--- src/hdl/axis_switch_pkg.sv ---
package axis_switch_pkg;

    ////////////////////////////////////////////////////////////
    // Widths and sizes
    ////////////////////////////////////////////////////////////

    localparam int DATA_WIDTH      = 32;
    localparam int STRB_WIDTH      = 4;
    localparam int USER_WIDTH      = 2;
    localparam int ID_WIDTH        = 2;
    localparam int N_SOURCES       = 3;
    localparam int SRC_IDX_WIDTH   = 2;

    // Return path FIFO
    localparam int FIFO_DEPTH      = 8;
    localparam int FIFO_ADDR_WIDTH = 3;
    localparam int FIFO_TH         = 4;

    typedef logic [DATA_WIDTH-1:0]      data_t;
    typedef logic [STRB_WIDTH-1:0]      strb_t;
    typedef logic [USER_WIDTH-1:0]      user_t;
    typedef logic [ID_WIDTH-1:0]        stream_id_t;
    typedef logic [SRC_IDX_WIDTH-1:0]   src_idx_t;
    typedef logic [N_SOURCES-1:0]       grant_t;
    typedef logic [FIFO_ADDR_WIDTH:0]   fifo_count_t;

    // Downstream destinations
    localparam stream_id_t ID_UP = 2'd0;
    localparam stream_id_t ID_AA = 2'd1;

    ////////////////////////////////////////////////////////////
    // Stream beats
    ////////////////////////////////////////////////////////////

    typedef struct packed {
        data_t data;
        strb_t strb;
        strb_t keep;
        logic  last;
        user_t user;
    } axis_beat_t;

    typedef struct packed {
        axis_beat_t beat;
        stream_id_t id;
    } axis_tagged_t;

    typedef enum logic {
        ARB_IDLE,
        ARB_FRAME
    } arb_state_t;

endpackage

--- src/hdl/axis_switch.sv ---
`timescale 1ns/1ps

module axis_switch
    import axis_switch_pkg::*;
(
    input  logic         axis_clk,
    input  logic         axi_reset_n,

    // Upstream sources
    input  axis_beat_t   up_in,
    input  logic         up_in_valid,
    output logic         up_in_ready,
    input  axis_beat_t   aa_in,
    input  logic         aa_in_valid,
    output logic         aa_in_ready,
    input  axis_beat_t   la_in,
    input  logic         la_in_valid,
    output logic         la_in_ready,

    // Serdes side
    output axis_tagged_t is_out,
    output logic         is_out_valid,
    input  logic         is_out_ready,
    input  axis_tagged_t is_in,
    input  logic         is_in_valid,
    output logic         is_in_ready,

    // Downstream destinations
    output axis_beat_t   up_out,
    output logic         up_out_valid,
    input  logic         up_out_ready,
    output axis_beat_t   aa_out,
    output logic         aa_out_valid,
    input  logic         aa_out_ready
);

    grant_t       src_valid;
    grant_t       src_ready;
    grant_t       grant;
    logic         frame_done;
    axis_tagged_t head;
    logic         not_empty;
    logic         pop;

    ////////////////////////////////////////////////////////////
    // Upstream path
    ////////////////////////////////////////////////////////////

    assign src_valid = {la_in_valid, aa_in_valid, up_in_valid};

    assign up_in_ready = src_ready[0];
    assign aa_in_ready = src_ready[1];
    assign la_in_ready = src_ready[2];

    rr_arbiter rr_arbiter_inst (
        .axis_clk    (axis_clk),
        .axi_reset_n (axi_reset_n),
        .req         (src_valid),
        .frame_done  (frame_done),
        .grant       (grant)
    );

    upstream_mux upstream_mux_inst (
        .axis_clk     (axis_clk),
        .axi_reset_n  (axi_reset_n),
        .grant        (grant),
        .up_in        (up_in),
        .aa_in        (aa_in),
        .la_in        (la_in),
        .in_valid     (src_valid),
        .is_out_ready (is_out_ready),
        .in_ready     (src_ready),
        .is_out       (is_out),
        .is_out_valid (is_out_valid),
        .frame_done   (frame_done)
    );

    ////////////////////////////////////////////////////////////
    // Downstream path
    ////////////////////////////////////////////////////////////

    rx_fifo rx_fifo_inst (
        .axis_clk    (axis_clk),
        .axi_reset_n (axi_reset_n),
        .is_in       (is_in),
        .is_in_valid (is_in_valid),
        .pop         (pop),
        .is_in_ready (is_in_ready),
        .head        (head),
        .not_empty   (not_empty)
    );

    downstream_demux downstream_demux_inst (
        .head         (head),
        .not_empty    (not_empty),
        .up_out_ready (up_out_ready),
        .aa_out_ready (aa_out_ready),
        .pop          (pop),
        .up_out       (up_out),
        .aa_out       (aa_out),
        .up_out_valid (up_out_valid),
        .aa_out_valid (aa_out_valid)
    );

endmodule

--- src/hdl/downstream_demux.sv ---
`timescale 1ns/1ps

module downstream_demux
    import axis_switch_pkg::*;
(
    input  axis_tagged_t head,
    input  logic         not_empty,
    input  logic         up_out_ready,
    input  logic         aa_out_ready,
    output logic         pop,
    output axis_beat_t   up_out,
    output axis_beat_t   aa_out,
    output logic         up_out_valid,
    output logic         aa_out_valid
);

    logic to_up;
    logic to_aa;

    // Head id picks the destination
    assign to_up = not_empty && (head.id == ID_UP);
    assign to_aa = not_empty && (head.id == ID_AA);

    assign up_out_valid = to_up;
    assign aa_out_valid = to_aa;

    // Idle output reads zero
    assign up_out = to_up ? head.beat : '0;
    assign aa_out = to_aa ? head.beat : '0;

    assign pop = (to_up && up_out_ready) || (to_aa && aa_out_ready);

endmodule

--- src/hdl/rr_arbiter.sv ---
`timescale 1ns/1ps

module rr_arbiter
    import axis_switch_pkg::*;
(
    input  logic   axis_clk,
    input  logic   axi_reset_n,
    input  grant_t req,
    input  logic   frame_done,
    output grant_t grant
);

    arb_state_t state;
    src_idx_t   base_ptr;

    src_idx_t   cand;
    src_idx_t   pick_idx;
    logic       pick_found;

    // First requester at or after the base, wrapping upward
    always_comb begin
        cand       = base_ptr;
        pick_idx   = '0;
        pick_found = 1'b0;
        for (int i = 0; i < N_SOURCES; i++) begin
            if (!pick_found && req[cand]) begin
                pick_idx   = cand;
                pick_found = 1'b1;
            end
            if (cand == src_idx_t'(N_SOURCES - 1)) begin
                cand = '0;
            end else begin
                cand = cand + 1'b1;
            end
        end
    end

    ////////////////////////////////////////////////////////////
    // Grant held from first beat to last beat
    ////////////////////////////////////////////////////////////

    always_ff @(posedge axis_clk or negedge axi_reset_n) begin
        if (!axi_reset_n) begin
            state    <= ARB_IDLE;
            grant    <= '0;
            base_ptr <= '0;
        end else begin
            case (state)
                ARB_IDLE: begin
                    if (pick_found) begin
                        grant <= grant_t'(1) << pick_idx;
                        state <= ARB_FRAME;
                        // Next search starts past the winner
                        if (pick_idx == src_idx_t'(N_SOURCES - 1)) begin
                            base_ptr <= '0;
                        end else begin
                            base_ptr <= pick_idx + 1'b1;
                        end
                    end
                end
                ARB_FRAME: begin
                    if (frame_done) begin
                        grant <= '0;
                        state <= ARB_IDLE;
                    end
                end
                default: begin
                    grant <= '0;
                    state <= ARB_IDLE;
                end
            endcase
        end
    end

endmodule

--- src/hdl/rx_fifo.sv ---
`timescale 1ns/1ps

module rx_fifo
    import axis_switch_pkg::*;
(
    input  logic         axis_clk,
    input  logic         axi_reset_n,
    input  axis_tagged_t is_in,
    input  logic         is_in_valid,
    input  logic         pop,
    output logic         is_in_ready,
    output axis_tagged_t head,
    output logic         not_empty
);

    axis_tagged_t mem [FIFO_DEPTH];

    fifo_count_t wr_ptr;
    fifo_count_t rd_ptr;
    fifo_count_t occupancy;

    logic full;
    logic empty;
    logic id_ok;
    logic wr_en;
    logic rd_en;

    // Extra top bit tells full from empty
    assign empty = (wr_ptr == rd_ptr);
    assign full  = (wr_ptr[FIFO_ADDR_WIDTH] != rd_ptr[FIFO_ADDR_WIDTH]) &&
                   (wr_ptr[FIFO_ADDR_WIDTH-1:0] == rd_ptr[FIFO_ADDR_WIDTH-1:0]);

    assign occupancy = wr_ptr - rd_ptr;

    // Early back-pressure leaves room for the serdes to stop
    assign is_in_ready = (occupancy <= fifo_count_t'(FIFO_TH));

    // Only ids with a destination are kept
    assign id_ok = (is_in.id == ID_UP) || (is_in.id == ID_AA);
    assign wr_en = is_in_valid && id_ok && !full;
    assign rd_en = pop && !empty;

    assign not_empty = !empty;
    assign head      = mem[rd_ptr[FIFO_ADDR_WIDTH-1:0]];

    ////////////////////////////////////////////////////////////
    // Storage and pointers
    ////////////////////////////////////////////////////////////

    always_ff @(posedge axis_clk) begin
        if (wr_en) begin
            mem[wr_ptr[FIFO_ADDR_WIDTH-1:0]] <= is_in;
        end
    end

    always_ff @(posedge axis_clk or negedge axi_reset_n) begin
        if (!axi_reset_n) begin
            wr_ptr <= '0;
            rd_ptr <= '0;
        end else begin
            if (wr_en) begin
                wr_ptr <= wr_ptr + 1'b1;
            end
            if (rd_en) begin
                rd_ptr <= rd_ptr + 1'b1;
            end
        end
    end

endmodule

--- src/hdl/upstream_mux.sv ---
`timescale 1ns/1ps

module upstream_mux
    import axis_switch_pkg::*;
(
    input  logic         axis_clk,
    input  logic         axi_reset_n,
    input  grant_t       grant,
    input  axis_beat_t   up_in,
    input  axis_beat_t   aa_in,
    input  axis_beat_t   la_in,
    input  grant_t       in_valid,
    input  logic         is_out_ready,
    output grant_t       in_ready,
    output axis_tagged_t is_out,
    output logic         is_out_valid,
    output logic         frame_done
);

    axis_beat_t src_beat [N_SOURCES];
    axis_beat_t sel_beat;
    src_idx_t   sel_idx;
    logic       sel_valid;
    logic       slot_free;
    logic       accept;

    assign src_beat[0] = up_in;
    assign src_beat[1] = aa_in;
    assign src_beat[2] = la_in;

    // One-hot select of the granted source
    always_comb begin
        sel_beat = '0;
        sel_idx  = '0;
        for (int i = 0; i < N_SOURCES; i++) begin
            if (grant[i]) begin
                sel_beat = src_beat[i];
                sel_idx  = src_idx_t'(i);
            end
        end
    end

    assign sel_valid = |(grant & in_valid);

    // Register can take a beat when empty or draining this cycle
    assign slot_free  = !is_out_valid || is_out_ready;
    assign in_ready   = grant & {N_SOURCES{slot_free}};
    assign accept     = sel_valid && slot_free;
    assign frame_done = accept && sel_beat.last;

    ////////////////////////////////////////////////////////////
    // Output register
    ////////////////////////////////////////////////////////////

    always_ff @(posedge axis_clk or negedge axi_reset_n) begin
        if (!axi_reset_n) begin
            is_out_valid <= 1'b0;
        end else if (accept) begin
            is_out_valid <= 1'b1;
        end else if (is_out_ready) begin
            is_out_valid <= 1'b0;
        end
    end

    always_ff @(posedge axis_clk) begin
        if (accept) begin
            is_out.beat <= sel_beat;
            // Source index becomes the stream id
            is_out.id   <= stream_id_t'(sel_idx);
        end
    end

endmodule

--- config.mk ---
export PLATFORM = sky130hd
export DESIGN_NAME = axis_switch
export DESIGN_NICKNAME = d
export VERILOG_FILES = /design/src/hdl/axis_switch_pkg.sv /design/src/hdl/axis_switch.sv /design/src/hdl/downstream_demux.sv /design/src/hdl/rr_arbiter.sv /design/src/hdl/rx_fifo.sv /design/src/hdl/upstream_mux.sv
export SDC_FILE = /design/constraint.sdc
export NUM_CORES = 1
export LEC_CHECK = 0
export ABC_AREA = 1
export BUFFER_PORTS_ARGS = -buffer_cell sky130_fd_sc_hd__buf_2
export CAP_MARGIN = 5
export CORE_MARGIN = 4
export CORE_UTILIZATION = 56
export CTS_BUF_LIST = sky130_fd_sc_hd__clkbuf_16
export DETAILED_ROUTE_END_ITERATION = 12
export MAX_ROUTING_LAYER = met4
export PLACE_DENSITY = 0.9
export SLEW_MARGIN = 20
export SYNTH_ARGS = -nofsm -noshare
export SYNTH_HDL_FRONTEND = slang
export SYNTH_SLANG_ARGS = --single-unit
export TNS_END_PERCENT = 10
--- constraint.sdc ---
create_clock -name axis_clk -period 7.3 [get_ports axis_clk]
set_input_delay 1.46 -clock axis_clk [delete_from_list [all_inputs] [get_ports axis_clk]]
set_output_delay 1.46 -clock axis_clk [all_outputs]
set_load 0.02 [all_outputs]
After elaboration in Yosys (flattened, before gate mapping). Memory sizes are Yosys's and may differ from the RTL's. Cells that the tools add are included.

Register bits after elaboration: 60. Memories: 1. Output and inout port bits: 138. RAM bits: 360. Logic and storage cells: 94. Bits of input ports: 183.

Bitwise gates (word level): 3. $lt $le $gt $ge: 4. Shift-type cells: 1. Eq/ne operators: 10. Mux-type cells: 31. Add/subtract/negate cells: 6. Reductions and logical operators: 26.

Memory list: rx_fifo_inst.mem (words 8, width 45, rd ports 1, clocked after Yosys merged registers in 0, write ports 1, RTL line rx_fifo.sv:16) `axis_tagged_t mem [FIFO_DEPTH];`.

Operator list (number): two-way mux 43 bit (5); two-way mux 1 bit (13); logical AND 1 bit (12); two-way mux 2 bit (6); less-than comparator 2 x 3 -> 1 bit (second input constant) (3); adder 4 x 1 -> 4 bit (second input constant) (2); adder 2 x 1 -> 2 bit (second input constant) (3); bitwise AND 3 bit (2); binary-select mux 1 bit (select 2 bit) (3); equality test 2 bit (second input constant) (3); two-way mux 3 bit (2); case mux 3 bit (2 select lines) (1); logical NOT 1 bit (5); equality test 2 x 1 -> 1 bit (second input constant) (2); equality test 4 bit (1); less-or-equal comparator 4 x 3 -> 1 bit (second input constant) (1); logical NOT 2 bit (2); AND reduction 2 bit (2); subtractor 4 bit (1); equality test 3 bit (1); logical OR 1 bit (3); OR reduction 3 bit (1); << shifter 1 x 2 -> 3 bit (first input constant) (1); != test 2 x 1 -> 1 bit (second input constant) (1); 5 further kinds (5).

Depth between registers and ports, before layout.
Depth after elaboration: 12. Depth in mapped cells: 15. Gate-level depth less buffers: 11.

Cells and area by module. A second synthesis with hierarchy kept.

Cells, all modules: 2115. Area total of the unflattened synthesis: 19801.5 µm².

Modules (own cells, without submodules): rx_fifo (times used 1, seq. area each 11010.6 µm², cells an instance 1653, area each 16308.1 µm²); upstream_mux (times used 1, seq. area each 1376.3 µm², cells an instance 258, area each 2444.8 µm²); downstream_demux (times used 1, seq. area each 0.0 µm², cells an instance 146, area each 633.1 µm²); rr_arbiter (times used 1, seq. area each 150.1 µm², cells an instance 58, area each 415.4 µm²).

Least setup slack after synthesis. No wires, ideal clock.

Path type: input to register. From: input is_in_valid. To: memory rx_fifo_inst.mem[6][0] (netlist bit), enable pin. Buffers on the path: 0. Slack: 1.839 ns. Arrival time: 4.958 ns. Cell stages on the path: 6. Required time: 6.797 ns. Cell sequence: inv_1 -> nor2_1 -> o31ai_1 -> inv_1 -> nand2_1 -> nor3_1.

Word-level cells in the longest chain between the ends: 4.

RTL lines: from (decl) (RTL line axis_switch.sv:25) `input logic is_in_valid,`; logical AND 1 bit (2 in series) (RTL line rx_fifo.sv:40) `assign wr_en = is_in_valid && id_ok && !full;`; two-way mux 1 bit (RTL line rx_fifo.sv:51) `if (wr_en) begin`; two-way mux 1 bit (not written as such) (RTL line rx_fifo.sv:52) `mem[wr_ptr[FIFO_ADDR_WIDTH-1:0]] <= is_in;`; to (decl) (RTL line rx_fifo.sv:16).

No other way between the ends.

==> summary.md <==
| Metric | Value |
|---|---|
| Crit path cell chain | buf_4 > ha_1 > nand2_1 > inv_1 > nand3_1 > nand2_2 > nor2_8 > nand2_4 > nor2_1 > buf_2 |
| Syn nets | 1595 |
| Vias in the first global route | 12273 |
| Reg area | 0.0125 sq mm |
| Crit start category | register |
| Worst Hold Class | register to register |
| Flops & latches, synth | 420 |
| Initial drt markers | 1348 |
| CP max FO | 101 |
| Setup TNS | 0 ns |
| Net count, final | 1880 |
| Layout Area Growth over Synthesis | 17.6% |
| Synthesized area | 0.0174 sq mm |
| Clock Skew | 0.0163 ns |
| Maximum number of pins on one net before global-route repair | 109 |
| PortBufs | 320 |
| Cell count after synthesis | 1407 |
| Initial antenna violation count | 14 |
| Min cycle time layout | 5.72 ns |
| Die width | 184 microns |
| Resize count post-CTS | 0 |
| Post-synth EDFFs | 405 |
| Worst-Margin Slew | 1.05 ns |
| Setup crit end | aa_out[1] |
| Peak supply drop | 0.335 mV |
| WS Path Type | register to primary output |
| # Post-CTS Setup Buffers | 0 |
| Routed wire length per instance | 21.7 microns |
| Top FF cell, synth | edfxtp_1 |
| CP Capture Type | primary output |
| Setup violations, final | 0 |
| CP Launch Point | rx_fifo_inst.rd_ptr[0]$_DFFE_PN0P_ |
| Internal reg-to-reg setup slack | 2.45 ns |
| Global route overflow | 0 |
| Core box area | 0.0307 sq mm |
| Row Count | 64 |
| Worst rel slew slack | 29.9% |
| Top cell type's share of synthesized area | 69.8% |
| Status | complete, no violations |
| RR Endpoint | rx_fifo_inst.mem[6][32]$_DFFE_PP_ |
| First-pass GRT wire length | 68200 microns |
| Synth async-reset ratio | 3.57% |
| Post-Route WL | 46100 microns |
| Clk root buf | clkbuf_16 |
| Post-DP HPWL | 27900 microns |
| Routed Antenna Nets | 0 |
| Die footprint | 0.0340 sq mm |
| Worst reg2reg path startpoint | rx_fifo_inst.rd_ptr[0]$_DFFE_PN0P_ |
| Warnings from Yosys | 0 |
| First-pass iteration count of the detailed router | 6 |
| Max-slew violation count | 0 |
| Max Clk Rate | 175 MHz |
| Number of fill cells | 2053 |
| Multi-input gate area | 0.00429 sq mm |
| Slowest-stage cell, CP | dfrtp_4 |
| GRT Total Usage | 26.8% |
| Number of CTS-inserted buffers | 41 |
| Synth cell count leaders | edfxtp_1, nand2_1, nor2_1 |
| Via count | 12657 |
| Mean number of vias per cell | 5.95 |
| Worst-Skew Late Latency | 0.55 ns |
| Count leader, synth | edfxtp_1 |
| Layout cell share with drive strength beyond 1 | 24.2% |
| DRC violation count after routing | 0 |
| Number of max-cap violations | 0 |
| Critical Path RT | 5.84 ns |
| Unique masters post-synth | 37 |
| Hold Slack | 0.498 ns |
| # H-tree levels | 2 |
| Clock-pin slew on the worst setup and hold paths | 0.06 ns |
| Worst EP arrival | 4.26 ns |
| Clock Tree Buf Depth | 3 |
| Leakage | 0.00780 uW |
| Register area share after synthesis | 72.0% |
| Final hold violation count | 0 |
| Hold-fix buffers, CTS | 0 |
| Slowest cell delay on critical path | 1.05 ns |
| Starting Density | 56.8% |
| Main area contributors after synthesis | edfxtp_1, nand2_1, nor2_1 |
| RD Place Congestion | 0.834 |
| Post-synthesis area per instance | 12.4 sq um |
| Pwr dens | 417 mW/mm^2 |
| CTS tree | done |
| Final worst path period share | 78.3% |
| Die Y | 184 microns |
| Total I/O pin count | 321 |
| R2R depth | 8 |
| RSZ-0062 raised after global routing | no |
| Num Clock Sinks | 420 |
| Largest area contributor in the netlist | edfxtp_1 |
-- cells in the final DEF (no fill, tap or decap), drive strengths merged, types with 23 or more instances in the layout --
cell and count:
edfxtp 405, buf 337, nand2 217, nor2 200
o21ai 164, a21oi 82, a22oi 82, inv 48
nand3 44, clkbuf 41, o22ai 23, o221ai 23
-- per-stage QoR --
| stage | area (sq um) | setup slack, ns | util, % | std cells | total power [uW] |
|---|---|---|---|---|---|
| after CTS | 20400 | 1.66 | 66.7 | 2114 | 8560 |
| after detailed placement | 19200 | 2.27 | 62.6 | 2045 | 6600 |
| after floorplan | 17400 | 1.84 | - | 1407 | 5590 |
| after global routing | 20500 | 1.38 | 66.8 | 2127 | 9010 |
| final | 20500 | 1.58 | 66.8 | 2127 | 8550 |
| after global placement | 19200 | 2.44 | 62.6 | 2045 | 6440 |
-- how the worst min path moves through the flow --
stage / slack (ns) / depth (start not counted) / endpoint / startpoint
2_1_floorplan: 0.46 / 1 / rx_fifo_inst.wr_ptr[3]$_DFFE_PN0P_ / rx_fifo_inst.wr_ptr[3]$_DFFE_PN0P_
3_3_place_gp: 0.48 / 1 / rx_fifo_inst.wr_ptr[3]$_DFFE_PN0P_ / rx_fifo_inst.wr_ptr[3]$_DFFE_PN0P_
3_5_place_dp: 0.48 / 1 / rx_fifo_inst.wr_ptr[3]$_DFFE_PN0P_ / rx_fifo_inst.wr_ptr[3]$_DFFE_PN0P_
4_1_cts: 0.50 / 1 / rx_fifo_inst.wr_ptr[3]$_DFFE_PN0P_ / rx_fifo_inst.wr_ptr[3]$_DFFE_PN0P_
5_1_grt: 0.51 / 1 / rx_fifo_inst.wr_ptr[3]$_DFFE_PN0P_ / rx_fifo_inst.wr_ptr[3]$_DFFE_PN0P_
6_report: 0.50 / 1 / rx_fifo_inst.wr_ptr[3]$_DFFE_PN0P_ / rx_fifo_inst.wr_ptr[3]$_DFFE_PN0P_
-- critical path, delay by kind of cell, from the launching register on --
| kind | cells | cell delay (ns) |
|---|---|---|
| adder cells (fa/ha/maj) | 1 | 0.37 |
| buffers and inverters | 3 | 1.15 |
| flip-flops | 1 | 1.05 |
| AND/OR/NAND/NOR | 6 | 1.04 |
-- final cells by class --
class / instances / share of cell area (%)
Sequential cell: 420 / 61.3
Timing Repair Buffer: 337 / 8.44
Clock buffer: 41 / 5.01
Multi-Input combinational cell: 855 / 20.9
Tap cell: 396 / 2.42
Clock inverter: 28 / 1.08
Antenna cell: 13 / 0.159
Inverter: 37 / 0.690
-- where the power goes --
group | leakage [uW] | total, uW | internal (uW) | switching [uW]
combinational | 0.00330 | 3390 | 944 | 2450
clock | 0.000645 | 1960 | 1100 | 861
sequential | 0.00386 | 3200 | 3020 | 180
-- metal layers --
metal / global-route usage [%] / up-vias / wire, microns / share of wire (%)
li1: - / 5731 / - / -
met1: 30.3 / 6022 / 15600 / 34
met2: 45.9 / 772 / 23800 / 52
met3: 4.64 / 132 / 4290 / 9.3
met4: 13.8 / 0 / 2330 / 5.1
met5: - / - / 0 / 0
-- logic make-up after synthesis --
family	Yosys count	share of synthesized area, %
AO/OA/AOI/OAI	379	12.8
XOR/XNOR	7	0.352
AND/OR/NAND/NOR	464	10.8
flip-flops	420	72.0
buffers and inverters	132	3.72
adder cells (fa/ha/maj)	5	0.359
-- state kept, by name, summed over array words and instances, names as in the netlist --
name                            cells
rx_fifo_inst.wr_ptr                 4
rr_arbiter_inst.base_ptr            2
upstream_mux_inst.is_out           45
rx_fifo_inst.mem                  360
rx_fifo_inst.rd_ptr                 4
rr_arbiter_inst.state               1
upstream_mux_inst.is_out_valid      1
rr_arbiter_inst.grant               3
No activity file was read; power rests on OpenSTA's default activity.
